**src/rtl/dbus_pkg.sv**
```systemverilog
`default_nettype none

package dbus_pkg;

    // byte address and data word of the processor bus
    typedef logic [31:0] addr_t;
    typedef logic [31:0] word_t;

    // one enable per byte lane, all zero on a read
    typedef logic [3:0] wrten_t;

    // processor request, held until addr_ok is seen at an edge
    typedef struct packed {
        logic   req;
        logic   is_write;
        addr_t  addr;
        wrten_t wrten;
        word_t  data;
    } dbus_req_t;

    // addr_ok is combinational, data_ok follows one cycle later
    typedef struct packed {
        logic  addr_ok;
        logic  data_ok;
        word_t data;
    } dbus_resp_t;

endpackage

`default_nettype wire
```
**src/rtl/cbus_pkg.sv**
```systemverilog
`default_nettype none

package cbus_pkg;

    // burst length minus one
    typedef logic [3:0] cbus_len_t;

    // request fields stay constant from valid rising to the last okay
    typedef struct packed {
        logic             valid;
        logic             is_write;
        dbus_pkg::addr_t  addr;
        cbus_len_t        len;
        dbus_pkg::word_t  wdata;
    } cbus_req_t;

    // one okay per word, last marks the final one
    typedef struct packed {
        logic            okay;
        logic            last;
        dbus_pkg::word_t rdata;
    } cbus_resp_t;

endpackage

`default_nettype wire

```
**src/rtl/dcache.sv**
```systemverilog
`default_nettype none

module dcache #(
    parameter int NUM_WAYS = 4,
    parameter int INDEX_BITS = 2,
    parameter int OFFSET_BITS = 2
) (
    input  wire logic                 clk,
    input  wire logic                 resetn,
    input  wire dbus_pkg::dbus_req_t  dbus_req,
    output dbus_pkg::dbus_resp_t      dbus_resp,
    output cbus_pkg::cbus_req_t       cbus_req,
    input  wire cbus_pkg::cbus_resp_t cbus_resp
);
    localparam int WAY_BITS  = $clog2(NUM_WAYS);
    localparam int LINE_BITS = OFFSET_BITS + 2;
    localparam int TAG_BITS  = $bits(dbus_pkg::addr_t) - INDEX_BITS - LINE_BITS;

    typedef logic [TAG_BITS-1:0] tag_t;
    typedef logic [INDEX_BITS-1:0] index_t;
    typedef logic [OFFSET_BITS-1:0] offset_t;
    typedef logic [WAY_BITS-1:0] way_t;

    tag_t req_tag;
    index_t req_index;
    offset_t req_offset;

    // tag | index | word offset | byte
    assign req_tag    = dbus_req.addr[LINE_BITS + INDEX_BITS +: TAG_BITS];
    assign req_index  = dbus_req.addr[LINE_BITS +: INDEX_BITS];
    assign req_offset = dbus_req.addr[2 +: OFFSET_BITS];

    logic hit;
    way_t hit_way;
    way_t victim_way;
    logic victim_valid;
    logic victim_dirty;
    tag_t victim_tag;
    logic accept;
    logic install;
    way_t miss_way;
    logic fill_en;
    offset_t fill_offset;
    dbus_pkg::word_t fill_word;
    dbus_pkg::word_t wb_word;
    dbus_pkg::word_t rdata;
    logic addr_ok;
    logic data_ok;

    dcache_ctrl #(
        .NUM_WAYS(NUM_WAYS),
        .INDEX_BITS(INDEX_BITS),
        .OFFSET_BITS(OFFSET_BITS)
    ) ctrl (
        .clk(clk), .resetn(resetn), .dbus_req(dbus_req),
        .addr_ok(addr_ok), .data_ok(data_ok), .hit(hit),
        .victim_way(victim_way), .victim_valid(victim_valid),
        .victim_dirty(victim_dirty), .victim_tag(victim_tag),
        .accept(accept), .install(install), .miss_way(miss_way),
        .fill_en(fill_en), .fill_offset(fill_offset), .fill_word(fill_word),
        .wb_word(wb_word), .cbus_req(cbus_req), .cbus_resp(cbus_resp)
    );

    tag_store #(
        .NUM_WAYS(NUM_WAYS),
        .INDEX_BITS(INDEX_BITS),
        .OFFSET_BITS(OFFSET_BITS)
    ) tags (
        .clk(clk), .resetn(resetn), .index(req_index), .tag(req_tag),
        .accept(accept), .is_write(dbus_req.is_write),
        .install(install), .install_way(miss_way),
        .hit(hit), .hit_way(hit_way), .victim_way(victim_way),
        .victim_valid(victim_valid), .victim_dirty(victim_dirty),
        .victim_tag(victim_tag)
    );

    plru_tree #(
        .NUM_WAYS(NUM_WAYS),
        .INDEX_BITS(INDEX_BITS)
    ) plru (
        .clk(clk), .resetn(resetn), .index(req_index),
        .touch(accept), .touch_way(hit_way), .victim_way(victim_way)
    );

    line_store #(
        .NUM_WAYS(NUM_WAYS),
        .INDEX_BITS(INDEX_BITS),
        .OFFSET_BITS(OFFSET_BITS)
    ) lines (
        .clk(clk), .index(req_index), .offset(req_offset),
        .access_way(hit_way), .accept(accept), .wrten(dbus_req.wrten),
        .wdata(dbus_req.data), .rdata(rdata),
        .fill_en(fill_en), .fill_way(miss_way), .fill_offset(fill_offset),
        .fill_word(fill_word), .wb_word(wb_word)
    );

    assign dbus_resp.addr_ok = addr_ok;
    assign dbus_resp.data_ok = data_ok;
    assign dbus_resp.data    = rdata;

endmodule

`default_nettype wire

```
**src/rtl/dcache_ctrl.sv**
```systemverilog
`default_nettype none

module dcache_ctrl #(
    parameter int NUM_WAYS = 4,
    parameter int INDEX_BITS = 2,
    parameter int OFFSET_BITS = 2,
    localparam int WAY_BITS = $clog2(NUM_WAYS),
    localparam int TAG_BITS = $bits(dbus_pkg::addr_t) - INDEX_BITS - OFFSET_BITS - 2
) (
    input  wire logic                   clk,
    input  wire logic                   resetn,
    input  wire dbus_pkg::dbus_req_t    dbus_req,
    output logic                        addr_ok,
    output logic                        data_ok,
    input  wire logic                   hit,
    input  wire logic [WAY_BITS-1:0]    victim_way,
    input  wire logic                   victim_valid,
    input  wire logic                   victim_dirty,
    input  wire logic [TAG_BITS-1:0]    victim_tag,
    output logic                        accept,
    output logic                        install,
    output logic [WAY_BITS-1:0]         miss_way,
    output logic                        fill_en,
    output logic [OFFSET_BITS-1:0]      fill_offset,
    output dbus_pkg::word_t             fill_word,
    input  wire dbus_pkg::word_t        wb_word,
    output cbus_pkg::cbus_req_t         cbus_req,
    input  wire cbus_pkg::cbus_resp_t   cbus_resp
);
    localparam int NUM_WORDS = 2 ** OFFSET_BITS;
    localparam int LINE_BITS = OFFSET_BITS + 2;

    typedef logic [OFFSET_BITS-1:0] offset_t;
    typedef logic [TAG_BITS-1:0] tag_t;

    typedef enum logic [1:0] {
        IDLE,
        WRITEBACK,
        REFILL,
        INSTALL
    } state_t;

    state_t state;
    offset_t word_cnt;
    tag_t victim_tag_q;
    dbus_pkg::addr_t line_addr;
    dbus_pkg::addr_t wb_addr;
    logic miss;
    logic burst_done;

    assign accept  = state == IDLE && dbus_req.req && hit;
    assign miss    = state == IDLE && dbus_req.req && !hit;
    assign addr_ok = accept;
    assign install = state == INSTALL;

    assign burst_done = cbus_resp.okay && cbus_resp.last;

    // victim line sits at the same index as the request
    assign wb_addr = {victim_tag_q, line_addr[LINE_BITS +: INDEX_BITS], {LINE_BITS{1'b0}}};

    // refill writes each word as it arrives
    assign fill_en     = state == REFILL && cbus_resp.okay;
    assign fill_offset = word_cnt;
    assign fill_word   = cbus_resp.rdata;

    always_comb begin
        cbus_req.valid    = state == WRITEBACK || state == REFILL;
        cbus_req.is_write = state == WRITEBACK;
        cbus_req.addr     = state == WRITEBACK ? wb_addr : line_addr;
        cbus_req.len      = cbus_pkg::cbus_len_t'(NUM_WORDS - 1);
        cbus_req.wdata    = wb_word;
    end

    always_ff @(posedge clk) begin
        if (resetn) begin
            state    <= IDLE;
            data_ok  <= 1'b0;
            word_cnt <= '0;
        end else begin
            data_ok <= accept;
            case (state)
                IDLE: begin
                    if (miss) begin
                        word_cnt <= '0;
                        state <= victim_valid && victim_dirty ? WRITEBACK : REFILL;
                    end
                end
                WRITEBACK, REFILL: begin
                    if (cbus_resp.okay)
                        word_cnt <= offset_t'(word_cnt + 1'b1);
                    if (burst_done)
                        state <= state == WRITEBACK ? REFILL : INSTALL;
                end
                INSTALL: state <= IDLE;
                default: state <= IDLE;
            endcase
        end
    end

    // miss context, captured once at detection
    always_ff @(posedge clk) begin
        if (miss) begin
            miss_way     <= victim_way;
            victim_tag_q <= victim_tag;
            line_addr    <= {dbus_req.addr[31:LINE_BITS], {LINE_BITS{1'b0}}};
        end
    end

    // the installed line must serve the request waiting for it
    hit_after_install: assert property (@(posedge clk) disable iff (resetn)
        install |=> hit);

    // processor keeps its request steady until addr_ok
    req_held_until_accept: assert property (@(posedge clk) disable iff (resetn)
        dbus_req.req && !addr_ok |=> $stable(dbus_req));

endmodule

`default_nettype wire

```
**src/rtl/line_store.sv**
```systemverilog
`default_nettype none

module line_store #(
    parameter int NUM_WAYS = 4,
    parameter int INDEX_BITS = 2,
    parameter int OFFSET_BITS = 2,
    localparam int WAY_BITS = $clog2(NUM_WAYS)
) (
    input  wire logic                   clk,
    input  wire logic [INDEX_BITS-1:0]  index,
    input  wire logic [OFFSET_BITS-1:0] offset,
    input  wire logic [WAY_BITS-1:0]    access_way,
    input  wire logic                   accept,
    input  wire dbus_pkg::wrten_t       wrten,
    input  wire dbus_pkg::word_t        wdata,
    output dbus_pkg::word_t             rdata,
    input  wire logic                   fill_en,
    input  wire logic [WAY_BITS-1:0]    fill_way,
    input  wire logic [OFFSET_BITS-1:0] fill_offset,
    input  wire dbus_pkg::word_t        fill_word,
    output dbus_pkg::word_t             wb_word
);
    localparam int NUM_SETS  = 2 ** INDEX_BITS;
    localparam int NUM_WORDS = 2 ** OFFSET_BITS;
    localparam int NUM_BYTES = $bits(dbus_pkg::wrten_t);

    dbus_pkg::word_t data [NUM_SETS][NUM_WAYS][NUM_WORDS];

    // processor port, read returns the word before this edge's write
    always_ff @(posedge clk) begin
        if (accept) begin
            rdata <= data[index][access_way][offset];
            for (int b = 0; b < NUM_BYTES; b++) begin
                if (wrten[b])
                    data[index][access_way][offset][8*b +: 8] <= wdata[8*b +: 8];
            end
        end else if (fill_en) begin
            data[index][fill_way][fill_offset] <= fill_word;
        end
    end

    // writeback streams straight out of the array
    assign wb_word = data[index][fill_way][fill_offset];

endmodule

`default_nettype wire

```
**src/rtl/plru_tree.sv**
```systemverilog
`default_nettype none

module plru_tree #(
    parameter int NUM_WAYS = 4,
    parameter int INDEX_BITS = 2,
    localparam int WAY_BITS = $clog2(NUM_WAYS)
) (
    input  wire logic                  clk,
    input  wire logic                  resetn,
    input  wire logic [INDEX_BITS-1:0] index,
    input  wire logic                  touch,
    input  wire logic [WAY_BITS-1:0]   touch_way,
    output logic [WAY_BITS-1:0]        victim_way
);
    localparam int NUM_SETS = 2 ** INDEX_BITS;

    typedef logic [NUM_WAYS-2:0] tree_t;

    tree_t [NUM_SETS-1:0] trees;
    tree_t cur;
    tree_t next_tree;

    assign cur = trees[index];

    // heap order, children of node n are 2n+1 and 2n+2
    always_comb begin : walk
        int node;
        node = 0;
        victim_way = '0;
        for (int lvl = 0; lvl < WAY_BITS; lvl++) begin
            victim_way[WAY_BITS-1-lvl] = cur[node];
            node = 2 * node + 1 + int'(cur[node]);
        end
    end

    // point every node on the touched path away from it
    always_comb begin : update
        int node;
        node = 0;
        next_tree = cur;
        for (int lvl = 0; lvl < WAY_BITS; lvl++) begin
            next_tree[node] = ~touch_way[WAY_BITS-1-lvl];
            node = 2 * node + 1 + int'(touch_way[WAY_BITS-1-lvl]);
        end
    end

    always_ff @(posedge clk) begin
        if (resetn)
            trees <= '0;
        else if (touch)
            trees[index] <= next_tree;
    end

    // a way just touched is never the next victim of its set
    victim_not_touched: assert property (@(posedge clk) disable iff (resetn)
        touch |=> index != $past(index) || victim_way != $past(touch_way));

endmodule

`default_nettype wire

```
**src/rtl/tag_store.sv**
```systemverilog
`default_nettype none

module tag_store #(
    parameter int NUM_WAYS = 4,
    parameter int INDEX_BITS = 2,
    parameter int OFFSET_BITS = 2,
    localparam int WAY_BITS = $clog2(NUM_WAYS),
    localparam int TAG_BITS = $bits(dbus_pkg::addr_t) - INDEX_BITS - OFFSET_BITS - 2
) (
    input  wire logic                  clk,
    input  wire logic                  resetn,
    input  wire logic [INDEX_BITS-1:0] index,
    input  wire logic [TAG_BITS-1:0]   tag,
    input  wire logic                  accept,
    input  wire logic                  is_write,
    input  wire logic                  install,
    input  wire logic [WAY_BITS-1:0]   install_way,
    output logic                       hit,
    output logic [WAY_BITS-1:0]        hit_way,
    input  wire logic [WAY_BITS-1:0]   victim_way,
    output logic                       victim_valid,
    output logic                       victim_dirty,
    output logic [TAG_BITS-1:0]        victim_tag
);
    localparam int NUM_SETS = 2 ** INDEX_BITS;

    typedef logic [TAG_BITS-1:0] tag_t;
    typedef logic [WAY_BITS-1:0] way_t;

    tag_t tags [NUM_SETS][NUM_WAYS];
    logic [NUM_SETS-1:0][NUM_WAYS-1:0] valid;
    logic [NUM_SETS-1:0][NUM_WAYS-1:0] dirty;
    logic [NUM_WAYS-1:0] hit_vec;

    // compare against every way of the set
    always_comb begin
        hit_way = '0;
        for (int w = 0; w < NUM_WAYS; w++) begin
            hit_vec[w] = valid[index][w] && tags[index][w] == tag;
            if (hit_vec[w])
                hit_way = hit_way | way_t'(w);
        end
    end

    assign hit = |hit_vec;

    // state of the way the replacement picked
    assign victim_valid = valid[index][victim_way];
    assign victim_dirty = dirty[index][victim_way];
    assign victim_tag   = tags[index][victim_way];

    always_ff @(posedge clk) begin
        if (resetn) begin
            valid <= '0;
            dirty <= '0;
        end else if (install) begin
            valid[index][install_way] <= 1'b1;
            dirty[index][install_way] <= 1'b0;
        end else if (accept && is_write) begin
            dirty[index][hit_way] <= 1'b1;
        end
    end

    always_ff @(posedge clk) begin
        if (install)
            tags[index][install_way] <= tag;
    end

    // a tag lives in at most one way of its set
    hit_onehot: assert property (@(posedge clk) disable iff (resetn) $onehot0(hit_vec));

endmodule

`default_nettype wire

```
**config.mk**
```make
export PLATFORM = sky130hd
export DESIGN_NAME = dcache
export DESIGN_NICKNAME = d
export VERILOG_FILES = /design/src/rtl/dbus_pkg.sv /design/src/rtl/cbus_pkg.sv /design/src/rtl/dcache.sv /design/src/rtl/dcache_ctrl.sv /design/src/rtl/line_store.sv /design/src/rtl/plru_tree.sv /design/src/rtl/tag_store.sv
export SDC_FILE = /design/constraint.sdc
export NUM_CORES = 2
export LEC_CHECK = 0
export BUFFER_PORTS_ARGS = -buffer_cell sky130_fd_sc_hd__buf_4
export CORE_ASPECT_RATIO = 1.75
export CORE_MARGIN = 5
export CORE_UTILIZATION = 35
export CTS_BUF_LIST = sky130_fd_sc_hd__clkbuf_8
export DETAILED_ROUTE_END_ITERATION = 7
export GPL_ROUTABILITY_DRIVEN = 0
export HOLD_SLACK_MARGIN = 0.06
export RECOVER_POWER = 25
export SETUP_SLACK_MARGIN = 0.5
export SYNTH_ARGS = -nofsm -noshare
export SYNTH_HDL_FRONTEND = slang
export SYNTH_HIERARCHICAL = 1
export SYNTH_SLANG_ARGS = --single-unit
```
**constraint.sdc**
```tcl
create_clock -name clk -period 20.4 [get_ports clk]
set_input_delay 6.12 -clock clk [delete_from_list [all_inputs] [get_ports clk]]
set_output_delay 6.12 -clock clk [all_outputs]
set_load 0.01 [all_outputs]
```
## Yosys cells after proc, flatten, opt, wreduce, memory -nomap -nowiden

Memory sizes are Yosys's and may differ from the RTL's.
Index checks and enable logic that the tools add are counted.

| word-level totals | value |
|---|---|
| register bits | 137 |
| RAM bits | 2464 |
| memories | 2 |

| operators by class | value |
|---|---|
| add/sub/neg operators | 3 |
| magnitude comparators | 19 |
| equality and inequality tests | 10 |
| multiplexer cells | 2143 |
| bitwise logic cells | 2059 |
| reductions and logical operators | 28 |

Memories:

| name | words | bits a word | read ports | clocked after memory_dff | wr ports | RTL line | RTL |
|---|---|---|---|---|---|---|---|
| lines.data | 4 | 512 | 1 | 0 | 1 | line_store.sv:27 | `dbus_pkg::word_t data [NUM_SETS][NUM_WAYS][NUM_WORDS];` |
| tags.tags | 4 | 104 | 1 | 0 | 1 | tag_store.sv:30 | `tag_t tags [NUM_SETS][NUM_WAYS];` |

Operators with widths:

| kind | count |
|---|---|
| two-way mux 512 bit | 5 |
| two-way mux 1 bit | 2068 |
| OR 1 bit | 2048 |
| demux 128 bit (select 2 bit) | 5 |
| two-way mux 128 bit | 9 |
| binary-select mux 128 bit (select 2 bit) | 2 |
| demux 32 bit (select 2 bit) | 5 |
| two-way mux 32 bit | 7 |
| binary-select mux 32 bit (select 2 bit) | 2 |
| == test 26 bit | 4 |
| two-way mux 104 bit | 1 |
| two-way mux 26 bit | 3 |
| less-than comparator 32 x 4 -> 1 bit, second input constant | 2 |
| binary-select mux 26 bit (select 2 bit) | 1 |
| demux 26 bit (select 2 bit) | 1 |
| two-way mux 16 bit | 3 |
| greater-or-equal comparator 32 x 1 -> 1 bit, second input constant | 1 |
| OR 16 bit | 2 |
| two-way mux 24 bit | 1 |
| logical AND 1 bit | 19 |
| AND 16 bit | 1 |
| binary-select mux 4 bit (select 2 bit) | 2 |
| demux 4 bit (select 2 bit) | 2 |
| two-way mux 4 bit | 4 |
| other kinds (32) | 64 |

## Depth between registers and ports, before layout

| depth | value |
|---|---|
| word-level depth | 16 |
| depth in mapped cells | 21 |
| gate-level depth less buffers | 14 |

## By module

The synthesis kept the hierarchy.

Modules (own cells, without submodules):

| module | times used | cells an instance | area an instance (µm²) | seq. area each (µm²) |
|---|---|---|---|---|
| line_store | 1 | 5553 | 88991.6 | 62459.9 |
| tag_store | 1 | 1060 | 19313.5 | 13132.6 |
| dcache_ctrl | 1 | 202 | 2906.5 | 1781.7 |
| plru_tree | 1 | 62 | 580.6 | 240.2 |
| dcache | 1 | 2 | 15.0 | 0.0 |

## Worst setup path after synthesis

Ideal clock, no wire load.

| timing | value |
|---|---|
| path kind | input port to output port |
| start point | in dbus_req[40] (netlist name) |
| end point | out dbus_resp[33] (netlist name) |
| arrival | 9678 ps |
| required time | 14280 ps |
| slack | 4602 ps |
| cell stages on the path | 16 |
| cell sequence | buf_6 -> buf_12 -> buf_12 -> buf_12 -> buf_12 -> buf_6 -> buf_2 -> mux4_2 -> xnor2_1 -> nand4_1 -> nor3_1 -> nand2_1 -> nand4_1 -> and3_1 -> buf_4 -> buf_4 |

| between the ends | value |
|---|---|
| word-level cells in the longest chain between the ends | 5 |
| elaborated cells on any way between the ends | 13 |

RTL lines:

| item | RTL line | RTL |
|---|---|---|
| from (decl) | dcache.sv:10 | `input wire dbus_pkg::dbus_req_t dbus_req,` |
| memory read (4 x 104 bit) / binary-select mux 4 bit (select 2 bit) (equally long branches) | - |  |
| == test 26 bit / two-way mux 4 bit (equally long branches) | tag_store.sv:39 | `hit_vec[w] = valid[index][w] && tags[index][w] == tag;` |
| logical AND 1 bit | tag_store.sv:39 |  |
| OR reduction 4 bit * | tag_store.sv:45 | `assign hit = \|hit_vec;` |
| via hit | dcache.sv:33 | `logic hit;` |
| logical AND 1 bit * | dcache_ctrl.sv:51 | `assign accept = state == IDLE && dbus_req.req && hit;` |
| to (decl) | dcache.sv:11 | `output dbus_pkg::dbus_resp_t dbus_resp,` |

The timed path passes the listed nets; every way through them passes the cells marked *. The select of a mux whose other input is x is not followed.

==> Flow_metrics.wiki <==
{| class="wikitable"
! Metric !! Value
|-
| Setup repair after global routing missed its margin || no
|-
| Via count of the first global-routing pass || 67600
|-
| Input/output buffers || 199
|-
| Clock transition at the registers of the reported paths || 0.06 ns
|-
| Share of the clock period used by the worst path || 91.1%
|-
| Total overflow reported by the global router || 0
|-
| Final hold viol count || 0
|-
| Synth cell count leaders || sky130_fd_sc_hd__edfxtp_1, sky130_fd_sc_hd__nand2_1, sky130_fd_sc_hd__mux4_2
|-
| Total cell area at the placement stage || 117000 um2
|-
| Chip Width || 437 um
|-
| Worst-skew pair later-pin latency || 1.09 ns
|-
| Critical path, cell by cell || buf_8, buf_12, inv_1, clkbuf_1, mux2i_1, a21boi_0, and4b_1, and2_0, nand3_1, nand4_1, and3_1, buf_4
|-
| Sequential fraction of design power || 53.2%
|-
| Endpoint arrival time on the critical path || 12.46 ns
|-
| Number of design rule violations left after detail routing || 0
|-
| RR Startpoint || tags/tags[3][46]$_DFFE_PP_
|-
| Number of cell instances on the worst register-to-register path || 13
|-
| Area fraction of the dominant cell type after synthesis || 68.5%
|-
| Pleak || 39.7 nW
|-
| Most numerous cell in the Yosys netlist || sky130_fd_sc_hd__edfxtp_1
|-
| Combinational share of power || 11.5%
|-
| Total number of H-tree levels || 5
|-
| Die footprint || 331000 um2
|-
| Actual transition at the worst max-transition pin || 2.98 ns
|-
| Final count of negative-setup-slack endpoints || 0
|-
| Number of buffer and inverter instances along the worst setup path || 5
|-
| Number of buffers inserted during clock tree synthesis || 376
|-
| Endpoint of the worst-slack reg-to-reg timing path || lines/data[2][422]$_DFFE_PP_
|-
| Number of I/O pins || 210
|-
| HPWL after DPL || 239000 um
|-
| Via count || 67200
|-
| Placeable core region || 318000 um2
|-
| First-pass GRT wire length || 519000 um
|-
| Warnings from Yosys || 6
|-
| Share of total power consumed by net switching || 26.5%
|-
| Switching power of the nets || 0.00298 W
|-
| Tightest Hold Check Type || register to register
|-
| Sequential area share after synthesis || 69.4%
|-
| Cells after synthesis || 6879
|-
| Filler cells || 29200
|-
| Post-CTS setup buffers || 0
|-
| Register-to-Register Setup Slack || 12.08 ns
|-
| Power density of the placed cells || 91.1 nW/um2
|-
| Antenna violations before repair || 55
|-
| Result of the run || finished, violations left
|-
| Proportion of register bits with asynchronous set or reset after synthesis || 0%
|-
| Final TNS setup || 0 ns
|-
| Ys flop type || sky130_fd_sc_hd__edfxtp_1
|-
| Timing-limited maximum frequency || 0.0538 GHz
|-
| Final Critical Period || 18.58 ns
|-
| Mapped Avg Cell Area || 16.3 um2
|-
| Finished Cell Area || 123000 um2
|-
| Origin of the worst min-delay path || tags/valid[1]$_SDFFE_PP0P_
|-
| Maximum number of pins on one net before global-route repair || 149
|-
| Max-slew violation count || 588
|-
| PostCTS Resize Cnt || 0
|-
| Average detailed-routed wire length per instance || 33.1 um
|-
| Slowest cell on crit path || sky130_fd_sc_hd__and3_1
|-
| Overall track demand over capacity in global routing || 22.1%
|-
| Bufs on Longest Clock Path || 4
|-
| Mean number of vias per cell || 5.88
|-
| Portion of total power attributed to the clock network || 35.2%
|-
| Critical Path Source || dbus_req[41]
|-
| Post-route ant nets || 0
|-
| Internal Dissipation || 0.00825 W
|-
| Combined area of all synthesized cells || 112000 um2
|-
| CTS tree || yes
|-
| Headroom to the max-slew limit || -98.9%
|-
| Largest incremental delay on the critical path || 2.03 ns
|-
| Critical Path End Type || output pin
|-
| Final WL || 379000 um
|-
| Root buf cell || sky130_fd_sc_hd__clkbuf_8
|-
| Layout cells sized above 1 || 21.0%
|-
| Post-layout nets || 7064
|-
| Number of max-cap violations || 24
|-
| Critical path launch point type || input pin
|-
| Register bit count reported by yosys || 2601
|-
| Largest cells by area after synthesis || sky130_fd_sc_hd__edfxtp_1, sky130_fd_sc_hd__mux4_2, sky130_fd_sc_hd__nand2_1
|-
| Post-route clock skew || 0.151 ns
|-
| Number of DRC violations after detailed-routing iteration 0 || 8284
|-
| Distinct cell type count after synthesis || 83
|-
| Required arrival time at the worst endpoint || 14.28 ns
|-
| Largest area contributor in the netlist || sky130_fd_sc_hd__edfxtp_1
|-
| Number of cells on the critical path || 12
|-
| Violated checks || capacitance limit, slew limit
|-
| Sinks on the clock net || 2601
|-
| Number of placement rows || 274
|-
| Category of the most critical setup path || input pin to output pin
|-
| CP Max Fanout || 86
|-
| Effective utilization at floorplan || 35.1%
|-
| Hold-fix buffers at CTS || 0
|-
| Critical path destination || dbus_resp[33]
|-
| Worst IR drop on VDD || 0.0447 mV
|-
| Area overhead of the layout relative to synthesis || 10.3%
|-
| Kind of cell with the highest combined delay on the critical path || simple AND/OR/NAND/NOR gates
|-
| Drt first pass iters || 7
|-
| Die Y-Extent || 758 um
|-
| Number of flops mapped to enable cells by yosys || 2552
|}
## power by group through the flow
stage	clock, W	combinational [W]	sequential (W)
3_3_place_gp	0	0.00128	0.00608
2_1_floorplan	0	0.000747	0.00608
4_1_cts	0.00404	0.00130	0.00597
6_report	0.00396	0.00130	0.00598
5_1_grt	0.00427	0.00134	0.00598
3_5_place_dp	0	0.00130	0.00609
## metal layers
layer / up-vias / part of all wire (%) / track usage (%)
li1: 27200 / - / -
met1: 34400 / 31 / 23.6
met2: 4350 / 50 / 37.3
met3: 1241 / 9.0 / 4.30
met4: 24 / 10 / 19.7
met5: - / 0.041 / 0.0864
## through the flow
stage	utilization (%)	cells	worst slack (ns)	hold WS, ns	total power, W
2_1_floorplan	-	6885	4.60	0.414	0.00682
3_3_place_gp	36.7	10700	3.58	0.436	0.00736
3_5_place_dp	36.7	10700	3.58	0.459	0.00739
4_1_cts	38.9	11400	3.57	0.476	0.0113
5_1_grt	38.8	11400	1.87	0.488	0.0116
6_report	38.8	11400	1.82	0.473	0.0112
## worst min-delay path by stage
| stage | slack, ns | cells past startpoint | end |
|---|---|---|---|
| 3_5_place_dp | 0.46 | 2 | tags/dirty[8]$_SDFFE_PP0P_ |
| 4_1_cts | 0.48 | 2 | tags/dirty[8]$_SDFFE_PP0P_ |
| 2_1_floorplan | 0.41 | 2 | tags/dirty[8]$_SDFFE_PP0P_ |
| 6_report | 0.47 | 2 | tags/valid[1]$_SDFFE_PP0P_ |
| 5_1_grt | 0.49 | 2 | tags/dirty[8]$_SDFFE_PP0P_ |
| 3_3_place_gp | 0.44 | 2 | tags/dirty[9]$_SDFFE_PP0P_ |
## registers in the layout, summed over array words and instances, names as in the netlist
signal	count
ctrl/data_ok	1
ctrl/fill_offset	2
ctrl/line_addr	28
ctrl/miss_way	2
ctrl/state	2
ctrl/victim_tag_q	26
lines/data	2048
lines/rdata	32
plru/trees	12
tags/dirty	16
tags/tags	416
tags/valid	16
## cell families after synthesis
family                     after synthesis  synth area share, %
AOI/OAI and AO/OA                      927                 5.61
xor gates and xnor gates                98                0.768
adders and majority gates                6               0.0671
buffers and inverters                  627                 2.68
DFF                                   2601                 69.4
muxes                                  865                 14.9
other                                    2              0.00672
and+or+nand+nor                       1753                 6.51
## cells in the final DEF, fill, tap and decap left out, types with 8 or more instances in the layout
master,count
sky130_fd_sc_hd__edfxtp_1,2552
sky130_fd_sc_hd__nand2_1,1194
sky130_fd_sc_hd__mux4_2,623
sky130_fd_sc_hd__a22oi_1,519
sky130_fd_sc_hd__clkbuf_8,383
sky130_fd_sc_hd__nor2_1,328
sky130_fd_sc_hd__a21oi_1,268
sky130_fd_sc_hd__buf_4,181
sky130_fd_sc_hd__mux2_2,160
sky130_fd_sc_hd__inv_1,125
sky130_fd_sc_hd__clkbuf_1,107
sky130_fd_sc_hd__clkinv_1,98
sky130_fd_sc_hd__xnor2_1,84
sky130_fd_sc_hd__mux2i_1,74
sky130_fd_sc_hd__a31oi_1,70
sky130_fd_sc_hd__or4_1,64
sky130_fd_sc_hd__dfxtp_1,49
sky130_fd_sc_hd__clkinv_2,47
sky130_fd_sc_hd__diode_2,34
sky130_fd_sc_hd__nor2_4,24
sky130_fd_sc_hd__nand4_1,24
sky130_fd_sc_hd__a211oi_1,16
sky130_fd_sc_hd__xor2_1,14
sky130_fd_sc_hd__clkinvlp_4,13
sky130_fd_sc_hd__bufinv_16,12
sky130_fd_sc_hd__nand3_1,12
sky130_fd_sc_hd__buf_12,11
sky130_fd_sc_hd__nand2b_1,10
sky130_fd_sc_hd__and2_1,9
sky130_fd_sc_hd__nor4_1,9
sky130_fd_sc_hd__conb_1,8
## worst register-to-register path: stages, from the launching register on
cell,delay [ns]
sky130_fd_sc_hd__edfxtp_1,0.36
sky130_fd_sc_hd__mux4_2,0.54
sky130_fd_sc_hd__xor2_1,0.49
sky130_fd_sc_hd__a21oi_1,0.09
sky130_fd_sc_hd__and4b_1,0.26
sky130_fd_sc_hd__and2_0,0.16
sky130_fd_sc_hd__nand3_1,0.17
sky130_fd_sc_hd__nand4_1,0.22
sky130_fd_sc_hd__and3_1,1.16
sky130_fd_sc_hd__nand4bb_1,0.87
sky130_fd_sc_hd__nor2_1,0.80
sky130_fd_sc_hd__clkbuf_1,1.71
sky130_fd_sc_hd__a31oi_1,0.33
sky130_fd_sc_hd__nor2_1,0.78
## layout make-up
type                    instances  area (um2)  area share (%)
diodes                         34        85.1          0.0690
clock buffers                 383        5270            4.27
clock inverters               296        1650            1.33
inverters                      15        56.3          0.0456
multi-input cells            3657       31500            25.5
flip-flops and latches       2601       77600            62.9
well taps                    4140        5180            4.20
repair buffers                301        2010            1.63
No activity file was read; power rests on OpenSTA's default activity.
